[config.mk]
export PLATFORM = sky130hd
export DESIGN_NAME = bird_game_top
export DESIGN_NICKNAME = d
export VERILOG_FILES = /design/src/game_pkg.sv /design/src/bird_if.sv /design/src/lfsr_random.sv /design/src/bird_motion.sv /design/src/shot_hit_detect.sv /design/src/bird_game_top.sv
export SDC_FILE = /design/constraint.sdc
export NUM_CORES = 1
export LEC_CHECK = 0
export ABC_AREA = 1
export BUFFER_PORTS_ARGS = -buffer_cell sky130_fd_sc_hd__buf_2
export CAP_MARGIN = 20
export CELL_PAD_IN_SITES_DETAIL_PLACEMENT = 1
export CELL_PAD_IN_SITES_GLOBAL_PLACEMENT = 1
export CORE_UTILIZATION = 41
export CTS_CLUSTER_DIAMETER = 40
export CTS_CLUSTER_SIZE = 8
export DETAILED_ROUTE_END_ITERATION = 10
export PLACE_DENSITY = 0.78
export SYNTH_ARGS = -nofsm -noshare
export SYNTH_HDL_FRONTEND = slang
export SYNTH_SLANG_ARGS = --single-unit
[constraint.sdc]
create_clock -name clk -period 3.6 [get_ports clk]
set_input_delay 0.18 -clock clk [delete_from_list [all_inputs] [get_ports clk]]
set_output_delay 0.18 -clock clk [all_outputs]
set_load 0.005 [all_outputs]
[src/game_pkg.sv]
package game_pkg;

	// screen and sprite geometry in pixels
	localparam int SCREEN_WIDTH = 640;
	localparam int BIRD_SIZE = 32;   // square sprite side
	localparam int Y_POS = 185;      // bird row, y never changes

	// position math keeps 6 fraction bits (1/64 pixel)
	localparam int FIXED_SHIFT = 6;

	// signed pixel coordinate, room for off-screen values
	typedef logic signed [10:0] coord_t;

	// x position in 1/64 pixel units
	typedef logic signed [16:0] fixed_t;

	typedef logic [3:0] life_t;      // remaining lives
	typedef logic [1:0] speed_t;     // 0 slowest .. 3 fastest
	typedef logic [7:0] rand_t;      // one pseudo random byte

	// bird life cycle
	// IDLE      not on screen, waits for a deploy
	// ACK_WAIT  deploy loaded, ack high until req drops
	// ACTIVE    flying and hittable
	// FLASH     last life gone, visible for one more frame
	typedef enum logic [1:0] {
		IDLE,
		ACTIVE,
		FLASH,
		ACK_WAIT
	} motion_state_t;

endpackage

[src/bird_if.sv]
`timescale 1ns/10ps

interface bird_if;

	import game_pkg::*;

	coord_t bird_x;       // top left corner
	coord_t bird_y;
	logic alive;          // bird visible and hittable
	logic hit_pending;    // a shot landed, not applied yet
	logic hit_taken;      // pulse, hit applied this frame

	// motion block owns position and life
	modport motion (
		output bird_x, bird_y, alive, hit_taken,
		input hit_pending
	);

	// hit detector only raises and clears the pending flag
	modport detect (
		input bird_x, bird_y, alive, hit_taken,
		output hit_pending
	);

endinterface

[src/lfsr_random.sv]
`timescale 1ns/10ps

module lfsr_random #(
	parameter game_pkg::rand_t LFSR_SEED = 8'd29
) (
	input logic clk,
	input logic resetN,
	input logic start_of_frame,           // step once per frame
	output game_pkg::rand_t random
);

	logic feedback;

	// taps 8,6,5,4 give the maximal 255-state sequence
	assign feedback = random[7] ^ random[5] ^ random[4] ^ random[3];

	always_ff @(posedge clk or negedge resetN) begin
		if (!resetN) begin
			random <= LFSR_SEED;
		end
		else if (random == '0) begin
			random <= LFSR_SEED;               // all zero state would stick, reload seed
		end
		else if (start_of_frame) begin
			random <= {random[6:0], feedback}; // shift left, new bit in lsb
		end
	end

endmodule

[src/bird_motion.sv]
`timescale 1ns/10ps

module bird_motion #(
	parameter int INITIAL_X = 280,                          // start column in pixels
	parameter game_pkg::rand_t RIGHT_INDICATOR = 8'd155,    // random above this moves right
	parameter game_pkg::rand_t LEFT_INDICATOR = 8'd100      // random below this moves left
) (
	input logic clk,
	input logic resetN,
	input logic start_of_frame,          // 30 Hz pulse
	input logic deploy_req,              // four phase request
	output logic deploy_ack,
	input game_pkg::life_t starting_life,
	input game_pkg::speed_t speed,
	input game_pkg::rand_t random,       // sampled on the frame pulse
	bird_if.motion bird
);

	import game_pkg::*;

	// start and right limit in fixed point
	localparam fixed_t START_POS = fixed_t'(INITIAL_X << FIXED_SHIFT);
	localparam fixed_t RIGHT_LIMIT = fixed_t'((SCREEN_WIDTH - 1 - BIRD_SIZE) << FIXED_SHIFT);

	motion_state_t state;
	fixed_t pos;          // top left x, 1/64 pixel units
	fixed_t pos_next;
	fixed_t step;
	life_t life;
	logic [2:0] speed_inc;
	logic moving;         // states where the bird flies
	logic take_hit;

	assign speed_inc = {1'b0, speed} + 3'd1;
	assign step = fixed_t'({speed_inc, 5'b0});   // (speed+1)*32, half a pixel per speed unit

	assign moving = (state == ACTIVE) || (state == FLASH);
	// a pending hit is consumed on the frame pulse, in FLASH it is just discarded
	assign take_hit = start_of_frame && moving && bird.hit_pending;

	// candidate position for this frame
	always_comb begin
		pos_next = pos;
		if ((random > RIGHT_INDICATOR) && (pos < RIGHT_LIMIT)) begin
			pos_next = pos + step;
		end
		else if ((random < LEFT_INDICATOR) && (pos > fixed_t'(0))) begin
			// never step past the left edge
			pos_next = (pos > step) ? pos - step : '0;
		end
	end

	always_ff @(posedge clk or negedge resetN) begin
		if (!resetN) begin
			state <= IDLE;
			pos <= START_POS;
			life <= '0;
		end
		else begin
			case (state)
				IDLE: begin
					if (deploy_req) begin          // arm the bird, raise ack
						state <= ACK_WAIT;
						pos <= START_POS;
						life <= starting_life;
					end
				end
				ACK_WAIT: begin
					if (!deploy_req) begin         // requester released, drop ack
						// a deploy with no lives never shows up
						state <= (life == '0) ? IDLE : ACTIVE;
					end
				end
				ACTIVE: begin
					if (start_of_frame) begin
						pos <= pos_next;
						if (take_hit) begin
							if (life <= life_t'(1)) begin
								life <= '0;
								state <= FLASH;    // last life, flash for one frame
							end
							else begin
								life <= life - life_t'(1);
							end
						end
					end
				end
				FLASH: begin
					if (start_of_frame) begin
						pos <= pos_next;
						state <= IDLE;
					end
				end
				default: begin
					state <= IDLE;
				end
			endcase
		end
	end

	assign deploy_ack = (state == ACK_WAIT);
	assign bird.alive = moving;
	assign bird.hit_taken = take_hit;
	assign bird.bird_x = coord_t'(pos >>> FIXED_SHIFT);   // drop fraction bits
	assign bird.bird_y = coord_t'(Y_POS);                 // row is fixed

endmodule

[src/shot_hit_detect.sv]
`timescale 1ns/10ps

module shot_hit_detect (
	input logic clk,
	input logic resetN,
	input logic shot_valid,          // one cycle pulse with the coordinates
	input game_pkg::coord_t shot_x,
	input game_pkg::coord_t shot_y,
	bird_if.detect bird
);

	import game_pkg::*;

	coord_t x_max;      // right column of the box
	coord_t y_max;      // bottom row of the box
	logic in_box;
	logic hit;

	assign x_max = bird.bird_x + coord_t'(BIRD_SIZE - 1);
	assign y_max = bird.bird_y + coord_t'(BIRD_SIZE - 1);

	// signed compares, bird may sit at column 0
	always_comb begin
		in_box = (shot_x >= bird.bird_x) && (shot_x <= x_max) &&
			(shot_y >= bird.bird_y) && (shot_y <= y_max);
	end

	// second shot in the same frame is dropped, one life per frame at most
	assign hit = shot_valid && bird.alive && !bird.hit_pending && in_box;

	always_ff @(posedge clk or negedge resetN) begin
		if (!resetN) begin
			bird.hit_pending <= 1'b0;
		end
		else if (bird.hit_taken) begin
			bird.hit_pending <= 1'b0;     // motion applied it this frame
		end
		else if (hit) begin
			bird.hit_pending <= 1'b1;
		end
	end

endmodule

[src/bird_game_top.sv]
`timescale 1ns/10ps

module bird_game_top #(
	parameter int INITIAL_X = 280,
	parameter game_pkg::rand_t RIGHT_INDICATOR = 8'd155,
	parameter game_pkg::rand_t LEFT_INDICATOR = 8'd100,
	parameter game_pkg::rand_t LFSR_SEED = 8'd29
) (
	input logic clk,
	input logic resetN,
	input logic start_of_frame,          // 30 Hz frame pulse
	input logic deploy_req,
	input logic shot_valid,
	input game_pkg::life_t starting_life,
	input game_pkg::speed_t speed,
	input game_pkg::coord_t shot_x,
	input game_pkg::coord_t shot_y,
	output logic deploy_ack,
	output logic alive,
	output logic hit_pending,
	output game_pkg::coord_t bird_x,
	output game_pkg::coord_t bird_y
);

	import game_pkg::*;

	rand_t random_byte;   // direction byte, new value each frame

	bird_if bird_bus ();

	lfsr_random #(
		.LFSR_SEED(LFSR_SEED)
	) lfsr_random_inst (
		.clk(clk),
		.resetN(resetN),
		.start_of_frame(start_of_frame),
		.random(random_byte)
	);

	bird_motion #(
		.INITIAL_X(INITIAL_X),
		.RIGHT_INDICATOR(RIGHT_INDICATOR),
		.LEFT_INDICATOR(LEFT_INDICATOR)
	) bird_motion_inst (
		.clk(clk),
		.resetN(resetN),
		.start_of_frame(start_of_frame),
		.deploy_req(deploy_req),
		.deploy_ack(deploy_ack),
		.starting_life(starting_life),
		.speed(speed),
		.random(random_byte),
		.bird(bird_bus.motion)
	);

	shot_hit_detect shot_hit_detect_inst (
		.clk(clk),
		.resetN(resetN),
		.shot_valid(shot_valid),
		.shot_x(shot_x),
		.shot_y(shot_y),
		.bird(bird_bus.detect)
	);

	// bus signals out to plain ports
	assign alive = bird_bus.alive;
	assign hit_pending = bird_bus.hit_pending;
	assign bird_x = bird_bus.bird_x;
	assign bird_y = bird_bus.bird_y;

endmodule

* Word-level counts from Yosys, hierarchy flattened *
Cells that the tools add are included.

cells by class
  add/subtract/negate cells = 5
  order comparisons = 10
  equal/unequal tests = 11
  mux-type cells = 23
  bitwise gates (word level) = 3
  reductions and logical operators = 23

operator list
  operator                                                            count
  two-way mux 17 bit                                                  5
  case mux 17 bit (2 select lines)                                    1
  adder 17 x 9 -> 17 bit                                              1
  > comparator 17 x 1 -> 1 bit, second input constant                 1
  > comparator 17 x 9 -> 1 bit                                        1
  less-than comparator 17 bit, second input constant                  1
  subtractor 17 x 8 -> 17 bit                                         1
  two-way mux 4 bit                                                   4
  two-way mux 8 bit                                                   2
  two-way mux 2 bit                                                   6
  inequality test 2 bit, second input constant                        6
  adder 11 x 6 -> 11 bit, second input constant                       1
  greater-or-equal comparator 11 bit                                  1
  greater-or-equal comparator 11 x 9 -> 1 bit, second input constant  1
  less-or-equal comparator 11 bit                                     1
  less-or-equal comparator 11 x 9 -> 1 bit, second input constant     1
  logical AND 1 bit                                                   10
  > comparator 8 bit, second input constant                           1
  logical NOT 8 bit                                                   1
  less-than comparator 8 x 7 -> 1 bit, second input constant          1
  case mux 2 bit (4 select lines)                                     1
  case mux 4 bit (2 select lines)                                     1
  AND reduction 4 bit                                                 2
  nonzero test 2 bit                                                  4
  15 further kinds                                                    20

word-level totals
  register bits after elaboration = 32
  output and inout bits = 25

* Logic depth before layout (Yosys ltp) *
Gate-level depths: netlist (run 1).

  depth in word-level cells = 8
  depth in mapped cells = 16
  mapped depth without buffers = 16

* By module *
Synthesis (run 1) repeated with hierarchy kept, for this count alone.

unflattened totals
  cell total of the unflattened synthesis = 642
  area, all modules = 4068.9 um2

by module, submodules not included
  module           times used  cells each  area each (um2)
  bird_motion      1           341         2113.3
  shot_hit_detect  1           244         1542.7
  lfsr_random      1           57          412.9

* Worst setup path after synthesis (run 1) *
Ideal clock, no wire load.

  kind = register to register
  from = reg bird_motion_inst.pos[6]
  to = reg shot_hit_detect_inst.bird.hit_pending
  setup time = 0.077 ns
  data arrival time = 2.430 ns
  setup slack = 1.093 ns
  stages on the path, launching flop included = 17
  buffers on the path = 0
  period minus slack after synthesis = 2.507 ns
  path through = dfrtp_1 inv_1 ha_1 nand2_1 o21ai_0 nor2_1 xor2_1 ha_1 nand2_1 nor2_1 and2_1 nand2_1 nand3_1 nand2_1 nand3_1 nand3_1 a21oi_1

on the way
  longest elaborated chain between the ends = 7

RTL lines
  item                                     RTL line               RTL
  start: declaration                       bird_motion.sv:26      fixed_t pos;
  start signal: assignment                 bird_motion.sv:76      pos <= pos_next;
  start signal: assignment                 bird_motion.sv:90      pos <= pos_next;
  adder 11 x 6 -> 11 bit                   shot_hit_detect.sv:19  assign x_max = bird.bird_x + coord_t'(BIRD_SIZE - 1);
  less-or-equal comparator 11 bit          shot_hit_detect.sv:24  in_box = (shot_x >= bird.bird_x) && (shot_x <= x_max) &&
  logical AND 1 bit (*) (2 in a row)       shot_hit_detect.sv:24
  logical AND 1 bit (*)                    shot_hit_detect.sv:25  (shot_y >= bird.bird_y) && (shot_y <= y_max);
  logical AND 1 bit (*)                    shot_hit_detect.sv:29  assign hit = shot_valid && bird.alive && !bird.hit_pending && in_box;
  nonzero test 2 bit (no source line) (*)  --
  end signal: assignment                   shot_hit_detect.sv:33  bird.hit_pending <= 1'b0;
  end signal: assignment                   shot_hit_detect.sv:36  bird.hit_pending <= 1'b0;
  end signal: assignment                   shot_hit_detect.sv:39  bird.hit_pending <= 1'b1;
  end: declaration                         bird_if.sv:22          output hit_pending

Mark *: on every way between the ends. The rest lies on a longest branch, timed or not.
A chain may end at the register's enable or synchronous reset.

* Worst setup path in the final report (run 1) *
Ends and elaborated chain as after synthesis.

==> flow_metrics.py, run 1 <==
metrics = {
    "cells_and_area": {
        "area.growth.synth_to_final_pct": 6.25,
        "diodes": 0,
        "drive_above_1_share_pct": 16.5,
        "fin_nets": 572,
        "instances_no_fill": 597,
    },
    "critical_path": {
        "cp_common_cell": "nand2_1",
        "crit_path_end_kind": "flip-flop",
        "critPathLaunchType": "flip-flop",
        "cp_cell_sequence": "inv_1, ha_1, nand2_1, o21ai_0, nor2_1, xor2_1, ha_1, nand2_1, nor2_1, and2_1, nand2_1, nand3_1, nand2_1, nand3_1, nand3_1, a21oi_1",
        "crit_fanout": 8,
        "cp.required_ns": 3.82,
        "cp_num_buf_inv": 1,
        "slowest_delay_ns": 0.50,
        "cp.arrival_ns": 3.16,
        "cp_top_family": "simple AND/OR/NAND/NOR gates",
        "crit_type": "flip-flop to flip-flop",
        "cpMaxStageDelayCell": "dfrtp_1",
    },
    "global_route": {
        "grt_pass1_vias": 3194,
        "grt_pass1_wl_um": 15400,
        "antenna_found_initial": 0,
        "grt.overflow.total": 0,
        "grt_max_degree": 28,
        "grt.total_usage_pct": 22.8,
    },
    "pwr": {
        "max-vdd-ir-drop_mv": 0.271,
        "p_leak_uw": 0.00179,
        "sw_frac_of_total_pct": 55.6,
        "clockPowerShare_pct": 6.7,
        "power_density_mw_per_mm2": 821,
        "p_int_uw": 1250,
        "p_comb_share_pct": 69.2,
        "p_switching_uw": 1560,
        "seq_power_share_pct": 24.2,
    },
    "logic_synthesis": {
        "yosys.area.top_type": "dfrtp_1",
        "netlist_top_cells_count": "nand2_1 (126), inv_1 (46), ha_1 (38), nor2_1 (38), nand3_1 (34)",
        "yosysMostFrequentCell": "nand2_1",
        "synth_cell_types": 40,
        "synthFlopType": "dfrtp_1",
        "synth-seq-area-share_pct": 21.2,
        "syn-cell-area_sq_mm": 0.00322,
        "synth_area_leaders": "dfrtp_1 (16%), ha_1 (15%), nand2_1 (15%)",
        "async_flop_share_pct": 100,
        "syn_inst": 468,
        "synth_edf_count": 0,
        "synth.avg_cell_area_sq_um": 6.89,
        "ys_warn_count": 0,
        "synth_top_area_share_pct": 15.5,
        "ys_ff_latch": 27,
    },
    "detailed_routing": {
        "vias": 3063,
        "drtIter0Drc": 92,
        "via_per_inst": 5.13,
        "ant_nets": 0,
        "post-route-drc-count": 0,
        "wl_met2_um": 4290,
        "dr_wl_met3_um": 273,
        "first_pass_iters": 4,
        "met1_length_um": 4060,
        "finalWirelength_um": 8730,
        "routedWlPerCell_um": 14.6,
        "dr.max_layer_used": "met4",
    },
    "sta": {
        "grt_setup_unrepaired": "no",
        "fmax_ghz": 0.341,
        "finalSetupViolations": 0,
        "drv_slew": 0,
        "finClkSkew_ns": 0.0107,
        "worst_pin_slew_ns": 0.661,
        "finalSetupTns_ns": 0,
        "min_period_over_period_pct": 81.5,
        "period_minus_slack_ns": 2.94,
        "relSlewSlack_pct": 55.9,
        "finalHoldViolations": 0,
    },
    "clock_tree": {
        "cts_resized": 0,
        "cts_tree": "done",
        "htreeDepth": 1,
        "clk_path_buf_depth": 2,
        "cts-root-buf": "clkbuf_8",
        "cts.sinks": 27,
        "cts_buffers": 3,
        "clk_pin_slew_worst_paths_ns": 0.11,
        "clock_latency_ns": 0.29,
    },
    "placed_design": {
        "port_buffers": 46,
        "dp_cells": 592,
        "dp_hpwl_um": 7150,
        "place.gp.congestion": 0.878,
    },
    "die": {
        "initial_core_util_pct": 43.5,
        "die_w_um": 90.7,
        "core_sq_mm": 0.00741,
        "io_pins": 58,
        "rows": 31,
        "die_area_sq_mm": 0.00822,
        "dieHeight_um": 90.7,
    },
    "outcome": {
        "status": "finished clean",
    },
    "min_path": {
        "hold_path_class": "input port to flip-flop",
    },
    "job": {
        "cap_violations": 0,
    },
}
## state kept, by name, indices dropped and copies added, names as in the netlist
signal and cells:
shot_hit_detect_inst.bird.hit_pending 1, bird_motion_inst.life 4, lfsr_random_inst.random 8, bird_motion_inst.state 2
bird_motion_inst.pos 12
## layout make-up
type | instances | area (sq um)
Clock buffer | 3 | 41.3
Clock inverter | 1 | 7.51
Fill cell | 1014 | 3980
Inverter | 54 | 205
Multi-Input combinational cell | 364 | 2110
Sequential cell | 27 | 684
Tap cell | 99 | 124
Timing Repair Buffer | 49 | 255
## tightest hold or removal path, cell delays in order
cell and delay, ns:
buf_2 0.14, a21oi_1 0.08, nand2_1 0.06
## layer usage
| layer | vias to the layer above | track usage [%] |
|---|---|---|
| met1 | 1461 | 29.5 |
| met2 | 56 | 41.0 |
| met4 | 0 | 4.17 |
| met5 | - | 0 |
| li1 | 1538 | - |
| met3 | 8 | 2.44 |
## kinds of logic (layout without fill, tap and decap cells)
group	Yosys count	after routing	share of synthesized area (%)
and+or+nand+nor	233	233	32.0
buffers and inverters	86	107	14.4
AOI/OAI and AO/OA	56	56	9.62
adders and majority gates	40	40	16.0
DFF	27	27	21.2
xor gates and xnor gates	24	24	6.52
other	2	11	0.233
## stage by stage
step                util, %  hold slack, ns  area (sq um)  setup WS, ns  power [uW]
finish                 46.2           0.198          3430         0.665        2810
global route           46.2           0.228          3430         0.349        3170
CTS                    46.2           0.195          3430         0.652        2840
detailed placement     45.4           0.245          3370         0.679        2640
global placement       45.4           0.242          3370         0.899        2550
floorplan                 -          -0.116          3260          1.09        2190
## power by group through the flow
stage                     Sequential [uW]  Clock (uW)  Combinational, uW
after global placement                674           0               1880
final                                 680         187               1950
after floorplan                       580           0               1610
after global routing                  705         205               2260
after CTS                             679         195               1960
after detailed placement              685           0               1950
## placed cells by master (no fill, tap or decap), types with 2 or more instances in the layout
cell      count
nand2_1     126
inv_1        46
buf_2        46
nor2_1       38
ha_1         38
nand3_1      34
o21ai_0      22
a21oi_1      21
dfrtp_1      20
xor2_1       19
conb_1       11
nand4_1       9
dfstp_2       7
nor3_1        6
inv_2         6
xnor2_1       5
nand2_2       5
o21ai_1       4
nand3_2       3
clkbuf_8      3
o22ai_1       2
and2_1        2
a21o_1        2
nor2_4        2
nor2_2        2
fa_1          2
buf_4         2
## final timing paths
kind | from | endpoint | slack, ns | cells after the start
worst max-delay path | bird_motion_inst.pos[6]$_DFFE_PN0P_ | shot_hit_detect_inst.bird.hit_pending$_DFFE_PN0P_ | 0.66 | 16
worst min-delay path | start_of_frame | lfsr_random_inst.random[3]$_DFFE_PN1P_ | 0.20 | 3
worst max register to register | bird_motion_inst.pos[6]$_DFFE_PN0P_ | shot_hit_detect_inst.bird.hit_pending$_DFFE_PN0P_ | 0.66 | 16
worst min register to register | lfsr_random_inst.random[2]$_DFFE_PN1P_ | lfsr_random_inst.random[2]$_DFFE_PN1P_ | 0.49 | 2
max in group asynchronous | resetN | bird_motion_inst.pos[15]$_DFFE_PN0P_ | 2.71 | 2
min in group asynchronous | resetN | bird_motion_inst.life[3]$_DFFE_PN0P_ | 0.46 | 2
## repair_timing
item | 4_1_cts | 5_1_grt
endpoints found under the hold margin | 20 | 0
setup buffers | 0 | 0
hold buffers | 1 | 0
Power figures use the tool's default switching activity.
==> run 2: changes to the inputs <==
--- a/config.mk
+++ b/config.mk
@@ -10,11 +10,11 @@
 export CAP_MARGIN = 20
 export CELL_PAD_IN_SITES_DETAIL_PLACEMENT = 1
 export CELL_PAD_IN_SITES_GLOBAL_PLACEMENT = 1
-export CORE_UTILIZATION = 41
+export CORE_UTILIZATION = 37
 export CTS_CLUSTER_DIAMETER = 40
 export CTS_CLUSTER_SIZE = 8
 export DETAILED_ROUTE_END_ITERATION = 10
-export PLACE_DENSITY = 0.78
+export PLACE_DENSITY = 0.74
 export SYNTH_ARGS = -nofsm -noshare
 export SYNTH_HDL_FRONTEND = slang
 export SYNTH_SLANG_ARGS = --single-unit
==> constraint.sdc (replaced) <==
create_clock -name clk -period 2.6 [get_ports clk]
set_input_delay 0.13 -clock clk [delete_from_list [all_inputs] [get_ports clk]]
set_output_delay 0.13 -clock clk [all_outputs]
set_load 0.005 [all_outputs]
==> run 2 against run 1 <==
  * First-iteration DRC count increased by 20%
  * Worst setup slack lost 0.46 ns
  * Global-route usage is 1.7 points lower
  * Hold slack worse by 0.058 ns
  * Via count increased by 2.6%
  * Fmax rose by 23%
  * Largest cell class unchanged
  * Highest routed layer unchanged
==> flow_metrics.py, run 2 (synthesis results as in run 1) <==
metrics = {
    "outcome": {
        "status": "finished clean",
    },
    "job": {
        "cap_violations": 0,
    },
    "critical_path": {
        "r2r_start": "bird_motion_inst.pos[14]$_DFFE_PN1P_",
        "r2r_end": "shot_hit_detect_inst.bird.hit_pending$_DFFE_PN0P_",
        "r2r_slack_ns": 0.21,
        "cp.arrival_ns": 2.61,
        "cp.required_ns": 2.82,
        "critPathLaunchType": "flip-flop",
        "reg2regPathDepth": 14,
        "crit_type": "flip-flop to flip-flop",
        "crit_fanout": 5,
        "crit_path_end_kind": "flip-flop",
    },
    "sta": {
        "timing.hold.ws_ns": 0.140,
        "fin_ws_ns": 0.208,
        "fmax_ghz": 0.418,
        "period_minus_slack_ns": 2.39,
        "min_period_over_period_pct": 92.0,
        "drv_slew": 0,
        "finClkSkew_ns": 0.00358,
        "worst_pin_slew_ns": 0.671,
        "finalSetupViolations": 0,
        "relSlewSlack_pct": 55.2,
        "finalHoldViolations": 0,
        "grt_setup_unrepaired": "no",
    },
    "die": {
        "rows": 33,
        "io_pins": 58,
        "dieHeight_um": 95.4,
        "initial_core_util_pct": 38.7,
        "die_w_um": 95.4,
        "core_sq_mm": 0.00834,
        "die_area_sq_mm": 0.00909,
    },
    "clock_tree": {
        "cts_tree": "done",
        "clk_pin_slew_worst_paths_ns": 0.11,
        "clk_path_buf_depth": 2,
        "htreeDepth": 1,
        "cts.sinks": 27,
        "clock_latency_ns": 0.28,
        "cts-root-buf": "clkbuf_8",
        "cts_buffers": 3,
    },
    "cells_and_area": {
        "layout_common_cells": "nand2_1 (126), inv_1 (46), buf_2 (46), nor2_1 (37), ha_1 (37)",
        "diodes": 0,
        "drive_above_1_share_pct": 19.9,
        "largest_reg_flops": 12,
        "top_regs": "bird_motion_inst.pos x12, lfsr_random_inst.random x8, bird_motion_inst.life x4",
        "regMostFlops": "bird_motion_inst.pos",
        "area.growth.synth_to_final_pct": 11.0,
        "final_common_cell": "nand2_1",
        "instances_no_fill": 618,
        "fin_nets": 587,
    },
    "detailed_routing": {
        "vias": 3143,
        "finalWirelength_um": 9310,
        "drtIter0Drc": 110,
        "routedWlPerCell_um": 15.1,
        "via_per_inst": 5.09,
        "ant_nets": 0,
        "post-route-drc-count": 0,
        "first_pass_iters": 4,
    },
    "placed_design": {
        "place.gp.congestion": 0.907,
        "dp_cells": 610,
        "place_ws_ns": -0.0242,
        "port_buffers": 46,
        "dp_hpwl_um": 7640,
    },
    "pwr": {
        "max-vdd-ir-drop_mv": 0.422,
        "p_leak_uw": 0.00187,
        "power_density_mw_per_mm2": 1150,
        "power_uw": 4130,
    },
    "min_path": {
        "holdPathStages": 3,
        "hold_path_end": "bird_motion_inst.life[3]$_DFFE_PN0P_",
        "hp-start": "starting_life[3]",
        "hold_path_class": "input port to flip-flop",
    },
    "global_route": {
        "grt_max_degree": 28,
        "grt.overflow.total": 0,
        "antenna_found_initial": 0,
        "grt_pass1_wl_um": 15000,
        "grt.total_usage_pct": 21.2,
        "grt_pass1_vias": 3166,
    },
}
[run 2: cell types whose count changed in the layout (fill, tap and decap cells not counted)]
cell,previous run,this run
buf_4,2,17
nor3_1,6,5
and2_1,2,1
ha_1,38,37
ha_4,0,1
and2_4,0,1
o21ai_0,22,21
nor3_4,1,2
nor2_1,38,37
nor2_2,2,3
o21ai_2,1,2
[run 2: worst max-delay path by stage]
stage	from	endpoint	slack, ns	cells after the start
finish	bird_motion_inst.pos[14]$_DFFE_PN1P_	shot_hit_detect_inst.bird.hit_pending$_DFFE_PN0P_	0.21	14
global placement	bird_motion_inst.pos[7]$_DFFE_PN0P_	shot_hit_detect_inst.bird.hit_pending$_DFFE_PN0P_	0.21	17
CTS	bird_motion_inst.pos[7]$_DFFE_PN0P_	shot_hit_detect_inst.bird.hit_pending$_DFFE_PN0P_	0.002	17
detailed placement	bird_motion_inst.pos[6]$_DFFE_PN0P_	shot_hit_detect_inst.bird.hit_pending$_DFFE_PN0P_	-0.02	15
floorplan	bird_motion_inst.pos[6]$_DFFE_PN0P_	shot_hit_detect_inst.bird.hit_pending$_DFFE_PN0P_	0.09	16
global route	bird_motion_inst.pos[14]$_DFFE_PN1P_	shot_hit_detect_inst.bird.hit_pending$_DFFE_PN0P_	0.001	14
[run 2: area by class of cell]
cell class	instances	area [sq um]
timing repair buffer	64	368
sequential	27	684
clock buffer	3	41.3
clock inverter	1	7.51
multi-input combinational	364	2140
inverter	54	205
fill	1114	4760
tap	105	131
[run 2: where the power goes]
part / leakage (uW) / switching, uW / internal (uW)
logic: 0.00151 / 1900 / 1100
registers: 0.000333 / 212 / 653
clock network: 0.0000217 / 151 / 109
[run 2: critical path, stage by stage (launching register included)]
cell	delay, ns
dfstp_2	0.60
inv_2	0.09
nor3_4	0.29
nand2_1	0.10
xor2_1	0.15
ha_1	0.27
nand2_1	0.08
nor2_2	0.14
and2_4	0.16
nand2_1	0.07
nand3_1	0.08
nand2_1	0.05
nand3_1	0.06
nand3_1	0.07
a21oi_1	0.12
[run 2: metrics by stage]
| stage | instance area (sq um) | setup TNS [ns] | util [%] |
|---|---|---|---|
| 2_1_floorplan | 3260 | 0 | - |
| 3_3_place_gp | 3460 | 0 | 41.5 |
| 3_5_place_dp | 3460 | -0.0242 | 41.5 |
| 4_1_cts | 3530 | 0 | 42.3 |
| 5_1_grt | 3580 | 0 | 42.9 |
| 6_report | 3580 | 0 | 42.9 |
[run 2: repair_timing]
action / CTS / global route
endpoints found under the setup margin: 1 / 1
resized for setup: 1 / 7
hold buffers: 1 / 0
setup buffers: 0 / 3
endpoints found under the hold margin: 20 / 0
pin swaps: 0 / 1
[run 2: routing by layer]
metal	global-route usage (%)	vias up	wire [um]
li1	-	1558	-
met1	28.0	1494	4300
met2	36.8	77	4520
met3	2.55	14	346
met4	4.04	0	144
met5	0	-	0
